--- src/design/stream_fifo.sv ---
//--------------------
// first-word-fall-through FIFO for any packed payload type
// the head entry is always visible on out_beat while out_valid is high
//--------------------
`timescale 1ns/1ps

module stream_fifo #(
   parameter type payload_t = logic [7:0],
   parameter int  addr_bits = 4
) (
   input  logic     aclk,
   input  logic     aresetn,

   input  logic     in_valid,
   output logic     in_ready,
   input  payload_t in_beat,

   output logic     out_valid,
   input  logic     out_ready,
   output payload_t out_beat
);

   localparam int depth = 2 ** addr_bits;

   payload_t             mem [0:depth-1];
   logic [addr_bits-1:0] wr_ptr;
   logic [addr_bits-1:0] rd_ptr;
   // one bit wider than the pointers so that a full buffer can be told apart
   logic [addr_bits:0]   count;
   logic                 wr_en;
   logic                 rd_en;

   // the top bit of the count is set only when all entries are taken
   assign in_ready  = ~count[addr_bits];
   assign out_valid = (count != '0);
   assign out_beat  = mem[rd_ptr];

   assign wr_en = in_valid & in_ready;
   assign rd_en = out_valid & out_ready;

   always_ff @(posedge aclk) begin
      if (wr_en) begin
         mem[wr_ptr] <= in_beat;
      end
   end

   always_ff @(posedge aclk) begin
      if (!aresetn) begin
         wr_ptr <= '0;
         rd_ptr <= '0;
         count  <= '0;
      end else begin
         if (wr_en) begin
            wr_ptr <= wr_ptr + 1'b1;
         end
         if (rd_en) begin
            rd_ptr <= rd_ptr + 1'b1;
         end
         case ({wr_en, rd_en})
            2'b10:   count <= count + 1'b1;
            2'b01:   count <= count - 1'b1;
            default: count <= count;
         endcase
      end
   end

endmodule

--- config.mk ---
export PLATFORM = sky130hd
export DESIGN_NAME = stream_fifo
export DESIGN_NICKNAME = d
export VERILOG_FILES = /design/src/design/stream_fifo.sv
export SDC_FILE = /design/constraint.sdc
export NUM_CORES = 1
export LEC_CHECK = 0
export ABC_AREA = 0
export BUFFER_PORTS_ARGS = -buffer_cell sky130_fd_sc_hd__clkbuf_2
export CORE_MARGIN = 5
export CORE_UTILIZATION = 51
export DETAILED_ROUTE_END_ITERATION = 10
export PLACE_DENSITY = 0.68
export SLEW_MARGIN = 5
export SYNTH_ARGS = -nofsm -noshare
export SYNTH_HDL_FRONTEND = slang
export SYNTH_SLANG_ARGS = --single-unit
export TNS_END_PERCENT = 50
--- constraint.sdc ---
create_clock -name aclk -period 5.73 [get_ports aclk]
set_input_delay 0.8595 -clock aclk [delete_from_list [all_inputs] [get_ports aclk]]
set_output_delay 0.8595 -clock aclk [all_outputs]
set_load 0.02 [all_outputs]
* Word-level counts from Yosys, hierarchy flattened
Memories as Yosys holds them, arrays and structs flattened. A register that Yosys moved wholly into a read port is not among the register bits.
Index checks and enable logic that the tools add are counted.
** Storage, ports and cells
- Register bits after elaboration :: 13
- Memory bits (writable) :: 128
- Memories :: 1
- Word-level logic and storage cells :: 20
- Output and inout bits :: 10
** Cells by class
- Muxes and demuxes :: 5
- Add/subtract/negate cells :: 4
- Equal/unequal tests :: 2
- Bitwise logic cells :: 3
- Reductions and logical operators :: 2
** Memory list
- mem :: depth 16, width 8, rd ports 1, clocked after Yosys merged registers in 1, wr ports 1, line 25 : payload_t mem [0:depth-1];
** Operator list (count)
- 5-bit one-hot mux with 2 select lines :: 1
- 4-bit by 1-bit adder with 4-bit output, second input constant :: 2
- 4-bit two-way mux :: 2
- 5-bit by 1-bit adder with 5-bit output, second input constant :: 1
- 5-bit nonzero test :: 1
- 5-bit by 1-bit subtractor with 5-bit output, second input constant :: 1
- 1-bit bitwise AND :: 2
- 2-bit by 1-bit == test with 1-bit output, second input constant :: 1
- 2-bit == test, second input constant :: 1
- 1-bit two-way mux :: 2
- 2-bit nonzero test :: 1
- 1-bit NOT :: 1

* Depth between registers and ports, before layout
- Depth in word-level cells :: 4
- Depth in mapped cells :: 12
- Mapped depth without buffers :: 10

* Worst setup path after synthesis
No wires, ideal clock.
- Kind :: input to register
- Start point :: input in_valid
- End point :: register count[4]
- Slack :: 2.799 ns
- Path buffers :: 2
- Stages :: 12
- Arrival time :: 2.861 ns
- Path through :: nor2b_1 > buf_4 > inv_4 > ha_1 > buf_2 > xor2_1 > ha_1 > a21bo_2 > a41oi_1 > a311oi_1 > or4_1 > a21boi_1
** Between the ends
- Longest elaborated chain between the ends :: 3
** Ends and longest elaborated chain
- start: declaration :: line 14 : input logic in_valid,
- 1-bit bitwise AND * :: line 38 : assign wr_en = in_valid & in_ready;
- 2-bit by 1-bit == test with 1-bit output / 2-bit == test (equally long branches) :: line 59 : case ({wr_en, rd_en})
- 5-bit one-hot mux with 2 select lines / 2-bit nonzero test (equally long branches)
- end signal: assignment :: line 60 : 2'b10: count <= count + 1'b1;
- end signal: assignment :: line 61 : 2'b01: count <= count - 1'b1;
- end signal: assignment :: line 62 : default: count <= count;
- end: declaration :: line 29 : logic [addr_bits:0] count;
Every way passes the cells marked *; elsewhere a longest branch is shown, timed or not.
A chain may end at the register's enable or synchronous reset.

==> flow_summary.json <==
{
  "outcome": "complete, no violations",
  "synth_fa_ha_area_frac": 0.0173,
  "grt_max_degree": 33,
  "synth_nets": 313,
  "synth_edf_count": 128,
  "synth_ff_type": "edfxtp_1",
  "arrival_ps": 2780,
  "ys_seq_elements": 145,
  "syn_to_final_growth_pct": 14.2,
  "finalCriticalPeriod_ps": 3640,
  "synth_compound_area_frac": 0.0206,
  "track_usage": 0.171,
  "p_leak_nw": 2.15,
  "layout_common_cells": "128 x edfxtp_1, 40 x mux4_2, 21 x clkbuf_2",
  "initial_core_util": 0.525,
  "antenna_found_initial": 0,
  "cts_max_level": 4,
  "synth_cell_types": 37,
  "diodes": 0,
  "dieWidth_microns": 116,
  "port_buffers": 21,
  "post-cts-setup-buffer-count": 0,
  "yosysSeqAreaShare": 0.725,
  "io_pins": 22,
  "final_common_cell": "edfxtp_1",
  "clock_sinks": 145,
  "totalPowerFinal_w": 0.00280,
  "grt_pass1_vias": 2836,
  "gp_congestion": 0.754,
  "path_class": "flip-flop to primary output",
  "endpoint_kind": "primary output",
  "synthXorXnorAreaFrac": 0.0121,
  "path_clk_slew_ps": 60,
  "synth_top_family_by_area": "multiplexers",
  "tns_ps": 0,
  "synthMuxAreaShare": 0.160,
  "clock-root-buffer": "clkbuf_16",
  "place_area_sq_mm": 0.00602,
  "cts_hold_buf": 0,
  "rsz0062_at_grt": "false",
  "core_sq_mm": 0.0110,
  "start_kind": "flip-flop",
  "grt_first_pass_wirelength_mm": 16.4,
  "holdCritPathClass": "flip-flop to flip-flop",
  "synthSimpleGateAreaFrac": 0.0486,
  "dp.final_hpwl_mm": 6.63,
  "die-area_sq_mm": 0.0135,
  "insertion_delay_ps": 410,
  "post-route-period-util": 0.635,
  "die_y_microns": 116,
  "relSlewSlack": 0.378,
  "cts_tree": "done",
  "drc_errors": 0,
  "setup_violations": 0,
  "crit_fanout": 17,
  "finalHoldViolCount": 0,
  "max_freq_ghz": 0.275,
  "dr_total_vias": 2712,
  "tightest_slew_ps": 929,
  "syn_avg_cell_area_sq_um": 19.7,
  "fin_area_sq_mm": 0.00659,
  "num-nets-final": 343,
  "drv_slew": 0,
  "maxCapViolCount": 0,
  "ys_warn_count": 0,
  "finClkSkew_ps": 7.92,
  "crit_required_ps": 4870,
  "ctsLongestPathBuffers": 2,
  "wl_mm": 10.3,
  "syn-instance-count": 293,
  "post-route-util": 0.600,
  "ir_worst_vdd_uv": 285,
  "power.density_mw_per_mm2": 426,
  "cts.repair.resized": 0,
  "drt_iter0_drc": 238,
  "numCtsBuffers": 17,
  "layout-drive-gt1-share": 0.287,
  "core.rowCount": 38,
  "netlist_area_sq_mm": 0.00577,
  "synthArstFlopShare": 0,
  "wl_per_cell_microns": 21.7,
  "drtAntennaViolNets": 0,
  "grt_overflow": 0,
  "first_pass_iters": 4,
  "vias_per_cell": 5.71
}
final timing paths:
kind,to,depth (start not counted),slack (ps),start
hold / removal,count[4],2,520,count[4]
hold reg to reg,count[4],2,520,count[4]
setup reg to reg,count[4],9,2790,count[1]
setup / recovery,out_beat[2],4,2090,flip-flop
Yosys cell counts, types with 2 or more instances:
master	instances	area, sq um
edfxtp_1	128	3840
mux4_2	40	901
dfxtp_1	17	340
nor2_1	13	48.8
nand2_1	12	45.0
and2_1	10	62.6
ha_1	8	100
xnor2_1	6	52.6
buf_1	5	18.8
clkbuf_1	5	18.8
nor3_1	5	25.0
buf_4	4	30.0
nor2b_1	4	25.0
a21boi_0	3	22.5
inv_1	3	11.3
nand2b_1	3	18.8
a21boi_1	2	15.0
buf_2	2	10.0
mux2i_1	2	20.0
nand3_1	2	10.0
nand4_1	2	12.5
xor2_1	2	17.5
flip-flops by register name, indices dropped and copies added (netlist names), named ones only:
register  cells
rd_ptr        4
count         5
wr_ptr        4
mem         128
worst max-delay path: stages (launching register included):
cell and delay, ps:
dfxtp_2 710, buf_4 430, mux4_2 560, mux4_2 480, clkbuf_2 180
metal layers:
metal	routed length [microns]	GRT usage	vias to the layer above
met4	122	0.0464	0
met2	4790	0.262	88
met3	636	0.0513	12
li1	-	-	1240
met5	0	0	-
met1	4740	0.243	1372
stage by stage:
step | hold WS (ps) | cells | setup WS [ps]
6_report | 522 | 475 | 2090
5_1_grt | 565 | 475 | 1870
4_1_cts | 528 | 475 | 1990
3_5_place_dp | 517 | 444 | 2330
3_3_place_gp | 511 | 444 | 2350
2_1_floorplan | 477 | 293 | 2800
logic make-up after synthesis:
kind of cell / count (synthesis)
flops: 145
compound gates: 15
xor+xnor: 8
simple gates: 55
buf+inv: 20
mux: 42
fa+ha+maj: 8
final cells by class:
type	count	area, sq um
Clock buffer	17	425
Clock inverter	14	146
Fill cell	774	4390
Inverter	4	17.5
Multi-Input combinational cell	128	1490
Sequential cell	145	4190
Tap cell	140	175
Timing Repair Buffer	27	150
power breakdown:
group / leakage, nW / switching (W) / internal [W] / total [W]
clock network: 0.274 / 0.000389 / 0.000671 / 0.00106
registers: 1.29 / 0.0000507 / 0.00120 / 0.00125
logic: 0.576 / 0.000258 / 0.000237 / 0.000495
total: 2.15 / 0.000698 / 0.00211 / 0.00280
No activity file was read; power rests on OpenSTA's default activity.
