**src/design/kvs_shell_pkg.sv**
```systemverilog
//--------------------
// shared widths, listen-port range and beat structs of the key-value network shell
// imported by every module that carries network or application beats
//--------------------

package kvs_shell_pkg;

   // -------------------
   // widths
   // -------------------

   // one network beat of the TCP stream
   localparam int net_data_w = 64;

   // metadata travelling with each application response beat
   localparam int app_meta_w = 64;

   // session word handed to the engine, taken from the low bits of the beat meta
   localparam int tx_meta_w = 16;

   localparam int port_w = 16;

   // -------------------
   // listen-port range
   // -------------------

   // ports 2880 up to 2887 are opened after reset
   localparam logic [port_w-1:0] first_listen_port = 16'd2880;
   localparam int listen_port_count = 8;

   // -------------------
   // beat structs
   // -------------------

   // receive stream and transmit data beat, 65 bits
   typedef struct packed {
      logic                  last;
      logic [net_data_w-1:0] data;
   } net_beat_t;

   // response beat from the application, 129 bits
   typedef struct packed {
      logic                  last;
      logic [app_meta_w-1:0] meta;
      logic [net_data_w-1:0] data;
   } app_beat_t;

endpackage

```
**src/design/tx_frame_ctrl.sv**
```systemverilog
//--------------------
// frames the transmit stream, one session metadata word per packet
// the first beat of a packet is held until the metadata slot is free
//--------------------
`timescale 1ns/1ps

module tx_frame_ctrl (
   input  logic                                aclk,
   input  logic                                aresetn,

   input  logic                                in_valid,
   output logic                                in_ready,
   input  kvs_shell_pkg::app_beat_t            in_beat,

   output logic                                tx_data_valid,
   input  logic                                tx_data_ready,
   output kvs_shell_pkg::net_beat_t            tx_data_beat,

   output logic                                tx_meta_valid,
   input  logic                                tx_meta_ready,
   output logic [kvs_shell_pkg::tx_meta_w-1:0] tx_meta
);

   import kvs_shell_pkg::*;

   logic first_beat;
   logic first_gate;
   logic data_fire;

   // -------------------
   // data path gating
   // -------------------

   // later beats of a packet only look at the engine's data ready
   assign first_gate = ~first_beat | (tx_meta_ready & ~tx_meta_valid);

   assign tx_data_valid = in_valid & first_gate;
   assign in_ready      = tx_data_ready & first_gate;
   assign data_fire     = in_valid & in_ready;

   // the engine takes no meta on the data channel
   assign tx_data_beat.last = in_beat.last;
   assign tx_data_beat.data = in_beat.data;

   // -------------------
   // packet tracking and metadata
   // -------------------

   always_ff @(posedge aclk) begin
      if (!aresetn) begin
         first_beat    <= 1'b1;
         tx_meta_valid <= 1'b0;
      end else begin
         if (tx_meta_valid && tx_meta_ready) begin
            tx_meta_valid <= 1'b0;
         end
         // first_gate keeps this from overlapping a pending metadata word
         if (data_fire && first_beat) begin
            tx_meta_valid <= 1'b1;
            first_beat    <= 1'b0;
         end
         // a one-beat packet sets the flag straight back
         if (data_fire && in_beat.last) begin
            first_beat <= 1'b1;
         end
      end
   end

   always_ff @(posedge aclk) begin
      if (data_fire && first_beat) begin
         tx_meta <= in_beat.meta[tx_meta_w-1:0];
      end
   end

endmodule

```
**config.mk**
```make
export PLATFORM = sky130hd
export DESIGN_NAME = tx_frame_ctrl
export DESIGN_NICKNAME = d
export VERILOG_FILES = /design/src/design/kvs_shell_pkg.sv /design/src/design/tx_frame_ctrl.sv
export SDC_FILE = /design/constraint.sdc
export NUM_CORES = 1
export LEC_CHECK = 0
export BUFFER_PORTS_ARGS = -buffer_cell sky130_fd_sc_hd__buf_2
export CAP_MARGIN = 20
export CORE_AREA = 2 2 85 87
export DETAILED_ROUTE_END_ITERATION = 8
export DIE_AREA = 0 0 87 89
export GPL_ROUTABILITY_DRIVEN = 0
export GPL_TIMING_DRIVEN = 0
export RECOVER_POWER = 50
export SYNTH_ARGS = -nofsm -noshare
export SYNTH_HDL_FRONTEND = slang
export SYNTH_SLANG_ARGS = --single-unit
```
**constraint.sdc**
```tcl
create_clock -name aclk -period 1.3 [get_ports aclk]
set_clock_uncertainty 0.15 [all_clocks]
set_input_delay 0.065 -clock aclk [delete_from_list [all_inputs] [get_ports aclk]]
set_output_delay 0.065 -clock aclk [all_outputs]
set_load 0.02 [all_outputs]
```
==> After elaboration in Yosys (flattened, before gate mapping) <==
Cells that the tools add are included.
{ "word_totals": {"input_bits": 134, "output_inout_bits": 84, "register_bits": 18, "wordCells": 18} }
{ "classes": {"muxes": 2, "bitwise_logic": 8, "n_reduce_logical": 5} }
{ "ops": {"columns": ["operator", "count"], "rows": [
  ["bitwise AND 1 bit", 4],
  ["logical AND 1 bit", 3],
  ["NOT 1 bit", 3],
  ["2-to-1 mux 1 bit", 2],
  ["nonzero test 2 bit", 1],
  ["OR reduction 2 bit", 1],
  ["bitwise OR 1 bit", 1]
]} }

==> Longest topological paths before layout <==
{ "logic_depth": {"word_depth": 7, "depth_mapped": 2, "ltp_nobuf": 2} }

==> Worst setup path after synthesis <==
OpenSTA, ideal clock, no wires.
{ "synth_timing": {"path_type": "reg-to-reg", "from": "register tx_meta_valid", "to": "register tx_meta[0] (netlist bit), enable pin", "setup_time_ns": 0.334, "arrival_ns": 0.978, "path_slack_ns": -0.162, "synth_period_minus_slack_ns": 1.462, "stages_incl_launch_ff": 3, "n_path_buf": 0, "path_cell_list": "dfxtp_1 > and4b_1 > and2_2"} }
{ "synth_between": {"elab_chain_len": 6} }
{ "synth_lines": {"columns": ["item", "line_no", "text"], "rows": [
  ["from (decl)", "tx_frame_ctrl.sv:19", "output logic tx_meta_valid,"],
  ["from (signal assigned)", "tx_frame_ctrl.sv:52", "tx_meta_valid <= 1'b0;"],
  ["from (signal assigned)", "tx_frame_ctrl.sv:55", "tx_meta_valid <= 1'b0;"],
  ["from (signal assigned)", "tx_frame_ctrl.sv:59", "tx_meta_valid <= 1'b1;"],
  ["NOT 1 bit", "tx_frame_ctrl.sv:35", "assign first_gate = ~first_beat | (tx_meta_ready & ~tx_meta_valid);"],
  ["bitwise AND 1 bit", "tx_frame_ctrl.sv:35", null],
  ["bitwise OR 1 bit", "tx_frame_ctrl.sv:35", null],
  ["bitwise AND 1 bit", "tx_frame_ctrl.sv:38", "assign in_ready = tx_data_ready & first_gate;"],
  ["bitwise AND 1 bit", "tx_frame_ctrl.sv:39", "assign data_fire = in_valid & in_ready;"],
  ["logical AND 1 bit", "tx_frame_ctrl.sv:70", "if (data_fire && first_beat) begin"],
  ["to (signal assigned)", "tx_frame_ctrl.sv:71", "tx_meta <= in_beat.meta[tx_meta_w-1:0];"],
  ["to (decl)", "tx_frame_ctrl.sv:21", "output logic [kvs_shell_pkg::tx_meta_w-1:0] tx_meta"]
]} }
No other way between the ends.
A chain may end at the register's enable or synchronous reset.

==> Final worst setup path <==
{ "layout_timing": {"from": "register tx_meta_valid", "to": "register tx_meta[6] (netlist bit), enable pin"} }
Same word-level chain as after synthesis.

==> out/results.ini <==
[grt]
antenna_found_initial=0
grt_pass1_vias=942
grt_max_degree=11
grt.overflow.total=0
track_usage_pct=7.41
grt_pass1_wl_microns=4410

[critical_path]
worstPathCellList=and4b_2, and2_4
startpoint_type=flip-flop
cp-end-kind=flip-flop
criticalPathCategory=flip-flop to flip-flop
rr_worst_depth=2
max_stage_delay_ns=0.32
slowest_stage=dfxtp_2
cp.arrival_ns=1.12
critPathMaxFanout=8
required_ns=1.10

[detailed_routing]
dr_wl_met2_microns=1930
dr.pass1.iters=3
drtIter0Drc=11
ant_nets=0
top_layer_used=met4
wl_met3_microns=382
wl_microns=3420
wl_met1_microns=1090
route.detailed.drc=0
avgViaCountPerCell=3.47
avgRoutedWirePerCell_microns=11.2
vias=1057

[cells_and_area]
final_core_util_pct=28.6
drive_above_1_share_pct=57.8
final_cells=305
diodes=0
area_growth_pct=77.7
nNetsFinal=360
fillCellCount=734

[floorplan]
die_area_sq_um=7740
rows=30
die_h_microns=89
start_util_pct=16.1
die_w_microns=87
ios=218
core_sq_um=6720

[synth]
syn-num-nets=227
synth-seq-cells=18
synth_seq_area_share_pct=48.1
synthTopCellsByArea=buf_4 45%, edfxtp_1 44%, dfxtp_1 3.7%
syn_area_sq_um=1080
ys_types=12
syn_inst=93
yosysWarnings=0
synth_area_leader_cell=buf_4
syn_avg_cell_area_sq_um=11.6
synth.top_cell.area_share_pct=45.1

[sta]
finalMaxSlewViolations=0
fin_crit_sh_pct=101
worst_pin_slew_ns=0.278
fin_tns_setup_ns=-0.215
slew_headroom_pct=81.6
setup_violations=16
fin_ws_ns=-0.0166
final_hold_viol_count=0
fmax_ghz=0.760
min_period_ns=1.32
rsz0062_at_grt=true

[clock_network]
clk_pin_slew_worst_paths_ns=0.06
cts_num_sinks=18
h-tree-depth=1
clk_path_buf_depth=2
clock_latency_ns=0.24
cts_tree=done
cts_buffers=3
cts-root-buf=clkbuf_8

[job]
drv_cap=0

[power]
ir_drop_mv=0.230
p_leak_nw=0.915
power.density_nw_per_um2=810

[worst_hold_path]
min_path_type=input port to flip-flop
hold_path_depth=3

[place]
dp_cells=278
numPortBuffers=105

[outcome]
violations=setup timing
outcome=complete, but fails checks

==> state kept, by name, indices dropped and copies added, names as in the netlist <==
register and cells:
first_beat 1, tx_meta 16, tx_meta_valid 1
==> worst max-delay path, delay by kind of cell (launching register included) <==
kind | cells | cell delay (ns)
DFF | 1 | 0.32
and+or+nand+nor | 2 | 0.55
==> cells in the mapped netlist <==
cell and n:
buf_4 65, a21boi_0 2, a31o_1 1, inv_1 1
and4b_1 1, and3b_2 1, edfxtp_1 16, nand3_1 1
and2_2 1, o211ai_1 1, dfxtp_1 2, nand2b_1 1
==> power breakdown <==
group | total, mW | internal, mW | switching, mW
combinational | 0.521 | 0.257 | 0.265
sequential | 0.656 | 0.650 | 0.00604
clock | 0.379 | 0.209 | 0.170
==> through the flow <==
step	hold slack, ns	setup WS (ns)	total power, mW	instance area (sq um)
after global placement	0.0921	-0.0765	1.15	1710
after global routing	0.132	-0.0584	1.63	1920
after detailed placement	0.0938	-0.0944	1.16	1710
after CTS	-0.0394	-0.0352	1.60	1970
final	0.110	-0.0166	1.56	1920
after floorplan	0.00387	-0.0321	1.00	1080
==> cells in the final DEF (no fill, tap or decap) <==
cell type | netlist | layout
o211ai_1 | 1 | 1
dfxtp_1 | 2 | 1
a31o_1 | 1 | 1
clkbuf_8 | 0 | 3
and4b_2 | 0 | 1
clkinv_1 | 0 | 1
dfxtp_2 | 0 | 1
clkbuf_1 | 0 | 50
edfxtp_1 | 16 | 16
dlygate4sd3_1 | 0 | 20
buf_2 | 0 | 53
nand2b_1 | 1 | 1
inv_1 | 1 | 1
and2_4 | 0 | 2
nand3_1 | 1 | 1
a21boi_0 | 2 | 2
buf_4 | 65 | 69
and3b_2 | 1 | 1
==> layout make-up <==
| class | instances | area [sq um] | area share, % |
|---|---|---|---|
| timing repair buffer | 127 | 683 | 35.5 |
| sequential | 18 | 522 | 27.1 |
| buffer | 65 | 488 | 25.4 |
| tap | 80 | 100 | 5.20 |
| multi-input combinational | 10 | 81.3 | 4.23 |
| clock buffer | 3 | 41.3 | 2.15 |
| clock inverter | 1 | 3.75 | 0.195 |
| inverter | 1 | 3.75 | 0.195 |
==> cells by family after synthesis <==
kind of cell           after synthesis  synth area share, %
buffers and inverters               66                 45.4
DFF                                 18                 48.1
and+or+nand+nor                      5                 3.58
AOI/OAI and AO/OA                    4                 2.89
==> final timing paths <==
check	from	end	slack, ns
min	tx_meta_ready	tx_meta_valid$_SDFFE_PN0P_	0.11
min reg2reg	first_beat$_SDFFE_PP1P_	first_beat$_SDFFE_PP1P_	0.44
max reg2reg	tx_meta_valid$_SDFFE_PN0P_	tx_meta[6]$_DFFE_PP_	-0.02
max	tx_meta_valid$_SDFFE_PN0P_	tx_meta[6]$_DFFE_PP_	-0.02
==> routing by layer <==
| layer | GRT usage, % | vias to the layer above |
|---|---|---|
| met1 | 6.94 | 453 |
| li1 | - | 507 |
| met4 | 2.13 | 0 |
| met2 | 15.4 | 95 |
| met5 | 0 | - |
| met3 | 2.03 | 2 |
==> timing repair <==
action / 4_1_cts / 5_1_grt
endpoints found under the hold margin: 18 / 1
hold buffers: 19 / 1
gates cloned: 1 / 0
setup endpoints to repair: 18 / 18
gates resized for setup: 3 / 1
setup buffers: 2 / 0
No activity file was read; power rests on OpenSTA's default activity.
