===== src/design/kvs_shell_pkg.sv =====
//--------------------
// shared widths, listen-port range and beat structs of the key-value network shell
// imported by every module that carries network or application beats
//--------------------

package kvs_shell_pkg;

   // -------------------
   // widths
   // -------------------

   // one network beat of the TCP stream
   localparam int net_data_w = 64;

   // metadata travelling with each application response beat
   localparam int app_meta_w = 64;

   // session word handed to the engine, taken from the low bits of the beat meta
   localparam int tx_meta_w = 16;

   localparam int port_w = 16;

   // -------------------
   // listen-port range
   // -------------------

   // ports 2880 up to 2887 are opened after reset
   localparam logic [port_w-1:0] first_listen_port = 16'd2880;
   localparam int listen_port_count = 8;

   // -------------------
   // beat structs
   // -------------------

   // receive stream and transmit data beat, 65 bits
   typedef struct packed {
      logic                  last;
      logic [net_data_w-1:0] data;
   } net_beat_t;

   // response beat from the application, 129 bits
   typedef struct packed {
      logic                  last;
      logic [app_meta_w-1:0] meta;
      logic [net_data_w-1:0] data;
   } app_beat_t;

endpackage


===== src/design/listen_port_opener.sv =====
//--------------------
// asks the offload engine to open the listen-port range once after reset
//--------------------
`timescale 1ns/1ps

module listen_port_opener (
   input  logic                              aclk,
   input  logic                              aresetn,

   input  logic                              listen_ready,
   output logic                              listen_valid,
   output logic [kvs_shell_pkg::port_w-1:0]  listen_port
);

   import kvs_shell_pkg::*;

   localparam int cnt_w = $clog2(listen_port_count + 1);

   logic [port_w-1:0] next_port;
   logic [cnt_w-1:0]  ports_left;

   // a strobe lasts one cycle and never waits for ready, so the next one
   // is only considered once the previous strobe has dropped
   always_ff @(posedge aclk) begin
      if (!aresetn) begin
         listen_valid <= 1'b0;
         next_port    <= first_listen_port;
         ports_left   <= cnt_w'(listen_port_count);
      end else begin
         listen_valid <= 1'b0;
         if (!listen_valid && listen_ready && (ports_left != '0)) begin
            listen_valid <= 1'b1;
            next_port    <= next_port + 1'b1;
            ports_left   <= ports_left - 1'b1;
         end
      end
   end

   // port number is only meaningful while the strobe is high
   always_ff @(posedge aclk) begin
      if (!listen_valid && listen_ready && (ports_left != '0)) begin
         listen_port <= next_port;
      end
   end

endmodule


===== config.mk =====
export PLATFORM = sky130hd
export DESIGN_NAME = listen_port_opener
export DESIGN_NICKNAME = d
export VERILOG_FILES = /design/src/design/kvs_shell_pkg.sv /design/src/design/listen_port_opener.sv
export SDC_FILE = /design/constraint.sdc
export NUM_CORES = 1
export LEC_CHECK = 0
export ABC_CLOCK_PERIOD_IN_PS = 3800
export BUFFER_PORTS_ARGS = -buffer_cell sky130_fd_sc_hd__buf_2
export CORE_ASPECT_RATIO = 1.4
export CORE_MARGIN = 10
export CORE_UTILIZATION = 40
export DETAILED_ROUTE_END_ITERATION = 12
export PLACE_DENSITY = 0.62
export SYNTH_ARGS = -nofsm -noshare
export SYNTH_HDL_FRONTEND = slang
export SYNTH_SLANG_ARGS = --single-unit

===== constraint.sdc =====
create_clock -name aclk -period 3.8 [get_ports aclk]
set_input_delay 0.76 -clock aclk [delete_from_list [all_inputs] [get_ports aclk]]
set_output_delay 0.76 -clock aclk [all_outputs]
set_load 0.05 [all_outputs]

* Word-level counts from Yosys, hierarchy flattened *
Index checks and enable logic that the tools add are counted.

storage, ports and cells
  bits in registers = 37
  output and inout bits = 17
  input port bits = 3
  logic and storage cells = 11

cells by class
  reduce and logical (&&, ||, !) cells = 4
  mux-type cells = 1
  add/sub/neg operators = 2

operators by type and width
  operator                                                            number
  16-bit by 1-bit adder with 16-bit output, second input constant     1
  4-bit nonzero test                                                  1
  4-bit by 1-bit subtractor with 4-bit output, second input constant  1
  1-bit logical AND                                                   2
  1-bit logical NOT                                                   1
  1-bit 2-to-1 mux                                                    1

* Depth between registers and ports, before layout *
Gate-level depths: netlist of the first run.

  depth in word-level cells = 4
  mapped depth = 7
  mapped depth without buffers = 6

* Least setup slack after synthesis of the first run *
No wires, ideal clock.

  path type = input port to flip-flop
  start = input listen_ready
  end = register listen_port[0] (netlist name), enable pin
  buffers on the path = 0
  slack = 1.667 ns
  required time = 3.402 ns
  cell stages on the path = 2
  arrival time = 1.735 ns
  setup time = 0.398 ns
  path through = nand2b_1 > nor2_1

on the way
  longest elaborated chain between the ends = 2

RTL lines
  element                          line                      text
  start, declared                  listen_port_opener.sv:10  input logic listen_ready,
  1-bit logical AND (2 in series)  listen_port_opener.sv:41  if (!listen_valid && listen_ready && (ports_left != '0)) begin
  end signal, assigned             listen_port_opener.sv:42  listen_port <= next_port;
  end, declared                    listen_port_opener.sv:12  output logic [kvs_shell_pkg::port_w-1:0] listen_port

Every way passes these cells.
A chain may end at the register's enable or synchronous reset.

* Final worst setup path of the first run *
  start = register ports_left[0]
  end = register next_port[0]

on the way
  longest elaborated chain between the ends = 2

RTL lines
  element                 line                      text
  start, declared         listen_port_opener.sv:20  logic [cnt_w-1:0] ports_left;
  start signal, assigned  listen_port_opener.sv:28  ports_left <= cnt_w'(listen_port_count);
  start signal, assigned  listen_port_opener.sv:34  ports_left <= ports_left - 1'b1;
  4-bit nonzero test      listen_port_opener.sv:31  if (!listen_valid && listen_ready && (ports_left != '0)) begin
  1-bit logical AND       listen_port_opener.sv:31
  end signal, assigned    listen_port_opener.sv:27  next_port <= first_listen_port;
  end signal, assigned    listen_port_opener.sv:33  next_port <= next_port + 1'b1;
  end, declared           listen_port_opener.sv:19  logic [port_w-1:0] next_port;

Every way passes these cells.

==> results of run 1 <==
==> kinds of logic after synthesis <==
logic type	Yosys count
AOI/OAI and AO/OA	17
xor gates and xnor gates	9
adders and majority gates	2
buffers and inverters	8
DFF	37
muxes	1
and+or+nand+nor	52
==> path summary, 6_finish.rpt <==
path	end	depth (start not counted)	start	slack (ps)
min	listen_port[15]	0	next_port[15]	460
max reg2reg	next_port[0]	7	ports_left[0]	1690
min reg2reg	listen_port[15]	0	next_port[15]	460
max	next_port[0]	7	ports_left[0]	1690
==> per-layer routing <==
| metal | vias to the layer above | part of all wire (%) |
|---|---|---|
| li1 | 501 | - |
| met1 | 484 | 39 |
| met2 | 23 | 53 |
| met3 | 5 | 6.7 |
| met4 | 0 | 1.3 |
| met5 | - | 0 |
==> power by group <==
group | switching, mW | total [mW] | internal, mW
Clock | 0.128 | 0.254 | 0.127
Combinational | 0.100 | 0.138 | 0.0375
Sequential | 0.0164 | 0.463 | 0.446
==> sequential cells by signal, indices dropped and copies added, names as in the netlist <==
| name | cells |
|---|---|
| next_port | 16 |
| listen_port | 16 |
| ports_left | 4 |
| listen_valid | 1 |
==> stage by stage <==
step	worst slack (ps)	std cells	hold WS, ps	utilization, %
after detailed placement	1530	182	451	46.3
after global routing	1430	190	479	48.7
after floorplan	1670	126	422	-
after CTS	1640	190	468	48.7
final	1690	190	463	48.7
after global placement	1520	182	438	46.3
==> area by class of cell <==
cell class,count,area (µm²),area share [%]
clock buffers,6,72.6,4.33
multi-input cells,81,524,31.3
well taps,40,50.0,2.99
inverters,4,15.0,0.896
flip-flops and latches,37,901,53.8
repair buffers,20,103,6.12
clock inverters,2,10.0,0.597
==> synth_stat cells (2+ instances only) <==
cell type,count
nand3_1,9
nor2_1,8
xor2_1,6
xnor2_1,3
edfxtp_1,16
and3_1,3
or4_1,4
nor3_1,2
a21oi_1,6
nand2_1,10
inv_1,4
o31ai_1,5
o21ai_0,3
or3_1,3
dfxtp_1,21
clkbuf_1,2
nand2b_1,3
ha_1,2
==> layout by cell type, fill, tap and decap left out, types with 4 or more instances in the layout <==
master and instances:
o31ai_1 5, dfxtp_1 21, inv_1 4, or4_1 4, nand3_1 9, nor2_1 8
xor2_1 6, clkbuf_8 5, buf_2 19, edfxtp_1 16, a21oi_1 6, nand2_1 10
==> worst reg2reg max path: stages (launching register included) <==
cell and delay (ps):
dfxtp_1 370, inv_1 60, ha_1 210, nor3b_1 170
nor2_1 650, buf_4 330, xnor2_1 140, nor2_1 50
==> reports/qor.yml, run 1 <==
status: "completed"
fin_crit_ps: 2110
fin_area_um2: 1680
start_util_pct: 42.5
synthSimpleGateAreaFrac_pct: 20.8
cpLargestDelayFamily: "simple AND/OR/NAND/NOR gates"
grt_pass1_vias: 1029
yosysWarnings: 0
async_flop_share_pct: 0
synth_compound_area_share_pct: 7.26
met2_usage_pct: 15.7
numCtsBuffers: 5
ir_drop_uv: 270
worstPathRequired_ps: 3960
critPathMaxStageDelay_ps: 650
vias_per_cell: 5.33
skew_ps: 9.01
synth_edf_count: 16
synth-main-ff-cell: "dfxtp_1"
port_buffers: 19
antenna_cells: 0
start_kind: "flip-flop"
hold_buffers: 0
period_share_pct: 55.5
synth_mux_area_share_pct: 0.684
ant_nets: 0
cts_tree: "done"
gp_congestion: 0.765
crit_arrival_ps: 2260
synth_xor_area_share_pct: 5.38
grt_remaining_overflow: 0
clockRootBuffer: "clkbuf_8"
p_leak_nw: 0.599
core_um2: 3440
ios: 20
cp_cell_sequence: "inv_1 -> ha_1 -> nor3b_1 -> nor2_1 -> buf_4 -> xnor2_1 -> nor2_1"
die_x_um: 71.1
hold_viol: 0
syn_inst: 126
dr.pass1.iters: 4
post_drt_wl_per_cell_um: 14.6
slew_viol_final: 0
cts.clk_slew.worst_paths_ps: 70
grt_max_degree: 16
yosys.area.top_type: "edfxtp_1"
rsz0062_at_grt: "false"
synthDistinctLibCells: 34
area_delta_synth_final_pct: 14.4
timing.fmax_mhz: 474
ys_ff_latch: 37
dpl.hpwl_um: 2060
tightest_slew_ps: 831
cts_sinks: 37
clockBufferDepth: 2
die_y_um: 91.6
synth.area.top_cells: "edfxtp_1, dfxtp_1, xor2_1"
grt_pass1_wl_um: 4840
path_buf_inv: 2
placed_area_um2: 1590
n_fill_cell: 331
maxSlewHeadroom_pct: 44.4
syn_area_per_cell_um2: 11.6
path_max_fanout: 11
grt.busiest_layer: "met2"
synth_area_um2: 1460
layout.nets: 154
cts-htree-levels: 2
wirelength_um: 2770
grt_antenna_before_repair: 0
critPathKind: "flip-flop to flip-flop"
power_mw: 0.855
use_met3_pct: 4.58
drt_first_iter_violations: 29
met1_usage_pct: 9.07
num_vias: 1013
postCtsSetupBuffers: 0
track_usage_pct: 9.17
layout-drive-gt1-share_pct: 21.3
synth_fa_ha_area_share_pct: 1.71
cts-resized-gates: 0
synthesis.nets: 131
cpMostUsedCell: "nor2_1"
fin_tns_setup_ps: 0
endpoint_kind: "flip-flop"
yosysSeqAreaShare_pct: 61.5
crit_slowest_cell: "nor2_1"
finalSetupViolCount: 0
p_per_area_nw_per_um2: 510
drc: 0
synth.top_cell.area_share_pct: 32.8
min_path_type: "flip-flop to flip-flop"
num_rows: 25
dieArea_um2: 6510
maxCapViolations: 0
insertion_delay_ps: 280
synth_top_family_by_area: "simple AND/OR/NAND/NOR gates"
(Power assumes the default switching activity.)
==> run 2: changes to the inputs <==
--- a/config.mk
+++ b/config.mk
@@ -5,7 +5,7 @@
 export SDC_FILE = /design/constraint.sdc
 export NUM_CORES = 1
 export LEC_CHECK = 0
-export ABC_CLOCK_PERIOD_IN_PS = 3800
+export ABC_CLOCK_PERIOD_IN_PS = 2100
 export BUFFER_PORTS_ARGS = -buffer_cell sky130_fd_sc_hd__buf_2
 export CORE_ASPECT_RATIO = 1.4
 export CORE_MARGIN = 10
==> constraint.sdc (replaced) <==
create_clock -name aclk -period 2.1 [get_ports aclk]
set_input_delay 0.42 -clock aclk [delete_from_list [all_inputs] [get_ports aclk]]
set_output_delay 0.42 -clock aclk [all_outputs]
set_load 0.05 [all_outputs]
==> reports/qor.yml, run 2 (same netlist as run 1, synthesis figures left out) <==
layout-drive-gt1-share_pct: 21.9  # +0.52 points
finalSetupViolCount: 0  # unchanged
vias_per_cell: 5.30  # -0.52%
wirelength_um: 2640  # -4.7%
grt_pass1_wl_um: 4630  # -4.3%
p_per_area_nw_per_um2: 914  # +79%
start_util_pct: 42.5  # unchanged
period_share_pct: 89.4  # +34 points
ir_drop_uv: 617  # +130%
cts_tree: "done"
area_delta_synth_final_pct: 15.0
ant_nets: 0  # unchanged
clockRootBuffer: "clkbuf_8"
start_kind: "flip-flop"
status: "completed"
place_inst: 183  # +0.55%
layout.nets: 155  # +0.65%
drt_first_iter_violations: 6  # -79%
cts-htree-levels: 2  # unchanged
critPathKind: "flip-flop to flip-flop"
maxSlewHeadroom_pct: 70.7  # +26 points
fin_crit_ps: 1880  # -232 ps
numCtsBuffers: 5  # unchanged
min_path_type: "input pin to flip-flop"
cts_sinks: 37  # unchanged
gp_congestion: 0.834  # +9.0%
power_mw: 1.54  # +80%
layout_common_cells: "dfxtp_1, buf_2, edfxtp_1, nand2_1, nand3_1"
whs_ps: 382  # -81.1 ps
critPathMaxStageDelay_ps: 520  # -130 ps
drc: 0  # unchanged
postCtsSetupBuffers: 0  # unchanged
crit_arrival_ps: 2090  # -170 ps
maxCapViolations: 0  # unchanged
slew_viol_final: 0  # unchanged
fin_tns_setup_ps: 0  # unchanged
grt_remaining_overflow: 0  # unchanged
antenna_cells: 0  # unchanged
timing.fmax_mhz: 533  # +12%
num_vias: 1013  # unchanged
ios: 20  # unchanged
reg_top3: "listen_port: 16 flops, next_port: 16 flops, ports_left: 4 flops"
track_usage_pct: 8.82  # -0.35 points
dieArea_um2: 6510  # unchanged
core_um2: 3440  # unchanged
rsz0062_at_grt: "false"
p_leak_nw: 0.604  # +0.83%
cts.clk_slew.worst_paths_ps: 70  # about the same
crit_slowest_cell: "or4_1"
hold_viol: 0  # unchanged
grt_pass1_vias: 1025  # -0.39%
final_common_cell: "dfxtp_1"
grt_max_degree: 16  # unchanged
insertion_delay_ps: 280  # about the same
die_y_um: 91.6  # unchanged
port_buffers: 19  # unchanged
die_x_um: 71.1  # unchanged
cts-resized-gates: 0  # unchanged
instances_no_fill: 191  # +0.53%
skew_ps: 5.50  # -3.50 ps
path_max_fanout: 10  # -1
dr.pass1.iters: 5  # +1
clockBufferDepth: 2  # unchanged
cp_cell_sequence: "inv_1 -> ha_1 -> or3b_2 -> nand3_2 -> or4_1 -> a21oi_1"
hold_buffers: 0  # unchanged
grt_antenna_before_repair: 0  # unchanged
num_rows: 25  # unchanged
post_drt_wl_per_cell_um: 13.8  # -5.2%
tightest_slew_ps: 439  # -392 ps
endpoint_kind: "flip-flop"
worstPathRequired_ps: 2310  # -1650 ps
r2r_setup_slack_ps: 220  # -1470 ps
dpl.hpwl_um: 2000  # -3.0%
==> run 2: worst max-delay path: cells and delay by family (launching register included) <==
| kind | cells | cell delay (ps) |
|---|---|---|
| fa+ha+maj | 1 | 210 |
| buf+inv | 1 | 60 |
| compound gates | 1 | 170 |
| simple gates | 3 | 1010 |
| flops | 1 | 360 |
==> run 2: metrics by stage <==
stage	utilization (%)	setup slack, ps	area [µm²]
finish	48.9	224	1680
global route	48.9	53.5	1680
CTS	48.9	217	1680
detailed placement	46.5	230	1600
global placement	46.5	350	1600
floorplan	-	43.5	1460
==> run 2: cell type report <==
| type | count | area [µm²] |
|---|---|---|
| well taps | 40 | 50.0 |
| fillers | 335 | 1760 |
| clock inverters | 2 | 10.0 |
| inverters | 4 | 15.0 |
| multi-input cells | 81 | 524 |
| repair buffers | 21 | 110 |
| flip-flops and latches | 37 | 901 |
| clock buffers | 6 | 72.6 |
==> run 2: final timing paths <==
check,startpoint,to,cells past startpoint
worst min register to register,next_port[15],listen_port[15],0
worst min-delay path,aresetn,next_port[6],2
worst max-delay path,ports_left[0],next_port[15],6
worst max register to register,ports_left[0],next_port[15],6
==> run 2: power breakdown <==
part           switching [mW]  total (mW)  internal, mW  leakage (nW)
registers              0.0279       0.836         0.808         0.317
logic                   0.178       0.248        0.0699         0.242
clock network           0.225       0.455         0.229        0.0450
total                   0.431        1.54          1.11         0.604
==> run 2: routing by layer <==
layer,wire (µm),vias to the layer above,track usage [%]
li1,-,507,-
met1,1020,478,7.99
met2,1380,20,15.7
met3,152,8,3.38
met4,78,0,5.83
met5,0,-,0
==> run 3: changes to the inputs <==
--- a/config.mk
+++ b/config.mk
@@ -5,13 +5,13 @@
 export SDC_FILE = /design/constraint.sdc
 export NUM_CORES = 1
 export LEC_CHECK = 0
-export ABC_CLOCK_PERIOD_IN_PS = 2100
+export ABC_CLOCK_PERIOD_IN_PS = 1670
 export BUFFER_PORTS_ARGS = -buffer_cell sky130_fd_sc_hd__buf_2
 export CORE_ASPECT_RATIO = 1.4
 export CORE_MARGIN = 10
 export CORE_UTILIZATION = 40
 export DETAILED_ROUTE_END_ITERATION = 12
-export PLACE_DENSITY = 0.62
+export PLACE_DENSITY = 0.64
 export SYNTH_ARGS = -nofsm -noshare
 export SYNTH_HDL_FRONTEND = slang
 export SYNTH_SLANG_ARGS = --single-unit
==> constraint.sdc (replaced) <==
create_clock -name aclk -period 1.67 [get_ports aclk]
set_input_delay 0.334 -clock aclk [delete_from_list [all_inputs] [get_ports aclk]]
set_output_delay 0.334 -clock aclk [all_outputs]
set_load 0.05 [all_outputs]
==> reports/qor.yml, run 3 (same netlist as run 1, synthesis figures left out) <==
layout-drive-gt1-share_pct: 32.5  # +11 points
reg_top3: "listen_port: 16 flops, next_port: 16 flops, ports_left: 4 flops"
port_buffers: 19  # unchanged
setup_slack_ps: 58.9  # -165 ps
track_usage_pct: 9.01  # +0.19 points
ios: 20  # unchanged
vias_per_cell: 5.21  # -1.8%
layout.nets: 167  # +7.7%
start_util_pct: 42.5  # unchanged
maxCapViolations: 0  # unchanged
insertion_delay_ps: 290  # about the same
area_delta_synth_final_pct: 24.2
hold_viol: 0  # unchanged
timing.fmax_mhz: 621  # +16%
fin_crit_ps: 1610  # -265 ps
path_max_fanout: 7  # -3
grt_antenna_before_repair: 0  # unchanged
final_common_cell: "dfxtp_1"
dieArea_um2: 6510  # unchanged
finalSetupViolCount: 0  # unchanged
drt_first_iter_violations: 31  # +25
grt_pass1_wl_um: 4840  # +4.6%
p_leak_nw: 0.659  # +9.1%
tightest_slew_ps: 592  # +153 ps
layout_common_cells: "dfxtp_1, buf_2, edfxtp_1, buf_4, nand2_1"
min_path_type: "input pin to flip-flop"
die_x_um: 71.1  # unchanged
slew_viol_final: 0  # unchanged
whs_ps: 299  # -83.5 ps
maxSlewHeadroom_pct: 60.5  # -10 points
worstPathRequired_ps: 1890  # -420 ps
place_ws_ps: -61.3  # -291 ps
dr.pass1.iters: 4  # -1
cts.clk_slew.worst_paths_ps: 70  # about the same
gp_congestion: 0.813  # -2.5%
dpl.hpwl_um: 2010  # +0.60%
ant_nets: 0  # unchanged
fin_tns_setup_ps: 0  # unchanged
skew_ps: 3.71  # -1.79 ps
clockBufferDepth: 2  # unchanged
cts_sinks: 37  # unchanged
num_rows: 25  # unchanged
rsz0062_at_grt: "false"
endpoint_kind: "flip-flop"
post_drt_wl_per_cell_um: 14.1  # +2.1%
grt_remaining_overflow: 0  # unchanged
cts_tree: "done"
ir_drop_uv: 692  # +12%
crit_arrival_ps: 1830  # -260 ps
start_kind: "flip-flop"
cts-htree-levels: 2  # unchanged
core_um2: 3440  # unchanged
hold_buffers: 0  # unchanged
drc: 0  # unchanged
period_share_pct: 96.5  # +7.1 points
antenna_cells: 0  # unchanged
wirelength_um: 2860  # +8.5%
numCtsBuffers: 5  # unchanged
utilization_pct: 52.8  # +3.9 points
die_y_um: 91.6  # unchanged
num_vias: 1057  # +4.3%
grt_pass1_vias: 1057  # +3.1%
critPathKind: "flip-flop to flip-flop"
p_per_area_nw_per_um2: 1100  # +21%
fin_area_um2: 1820  # +8.0%
grt_max_degree: 13  # -3
status: "completed"
placed_area_um2: 1680  # +4.8%
clockRootBuffer: "clkbuf_8"
[run 3: worst paths after layout]
path,startpoint,to,slack [ps],cells past startpoint
hold / removal,aresetn,next_port[8],300,2
setup / recovery,ports_left[1],next_port[15],60,6
hold reg to reg,next_port[15],listen_port[15],470,0
setup reg to reg,ports_left[1],next_port[15],60,6
[run 3: cell type report]
| class | instances | area (µm²) |
|---|---|---|
| tap | 40 | 50.0 |
| clock inverter | 3 | 17.5 |
| fill | 325 | 1620 |
| clock buffer | 5 | 68.8 |
| sequential | 37 | 902 |
| timing repair buffer | 32 | 196 |
| multi-input combinational | 82 | 568 |
| inverter | 4 | 15.0 |
[run 3: worst max-delay path: stages (launching register included)]
cell and delay (ps):
dfxtp_2 350, inv_2 40, ha_2 170, or3b_4 270, nand3_4 100, or4_1 480, a21oi_1 150
[run 3: per-stage QoR]
| stage | instances | power [mW] |
|---|---|---|
| floorplan | 126 | 1.33 |
| global placement | 191 | 1.40 |
| detailed placement | 191 | 1.41 |
| CTS | 200 | 2.02 |
| global route | 203 | 2.11 |
| finish | 203 | 2.00 |
[run 3: power by group]
part	internal, mW	switching, mW
Clock	0.287	0.310
Sequential	1.02	0.0370
Combinational	0.108	0.245
[run 3: per-layer routing]
layer  vias to the layer above  global-route usage [%]  part of all wire [%]
met3                         5                    3.49                   5.1
met2                        18                    15.6                    54
li1                        532                       -                     -
met4                         0                    4.21                   1.7
met1                       502                    9.18                    39
met5                         -                       0                     0
[run 3: repair_timing]
| item | in CTS | in global routing |
|---|---|---|
| resized for setup | 2 | 5 |
| setup buffers | 0 | 3 |
| hold endpoints to repair | 0 | 0 |
| pin swaps | 1 | 2 |
| gates cloned | 1 | 0 |
| endpoints found under the setup margin | 20 | 17 |
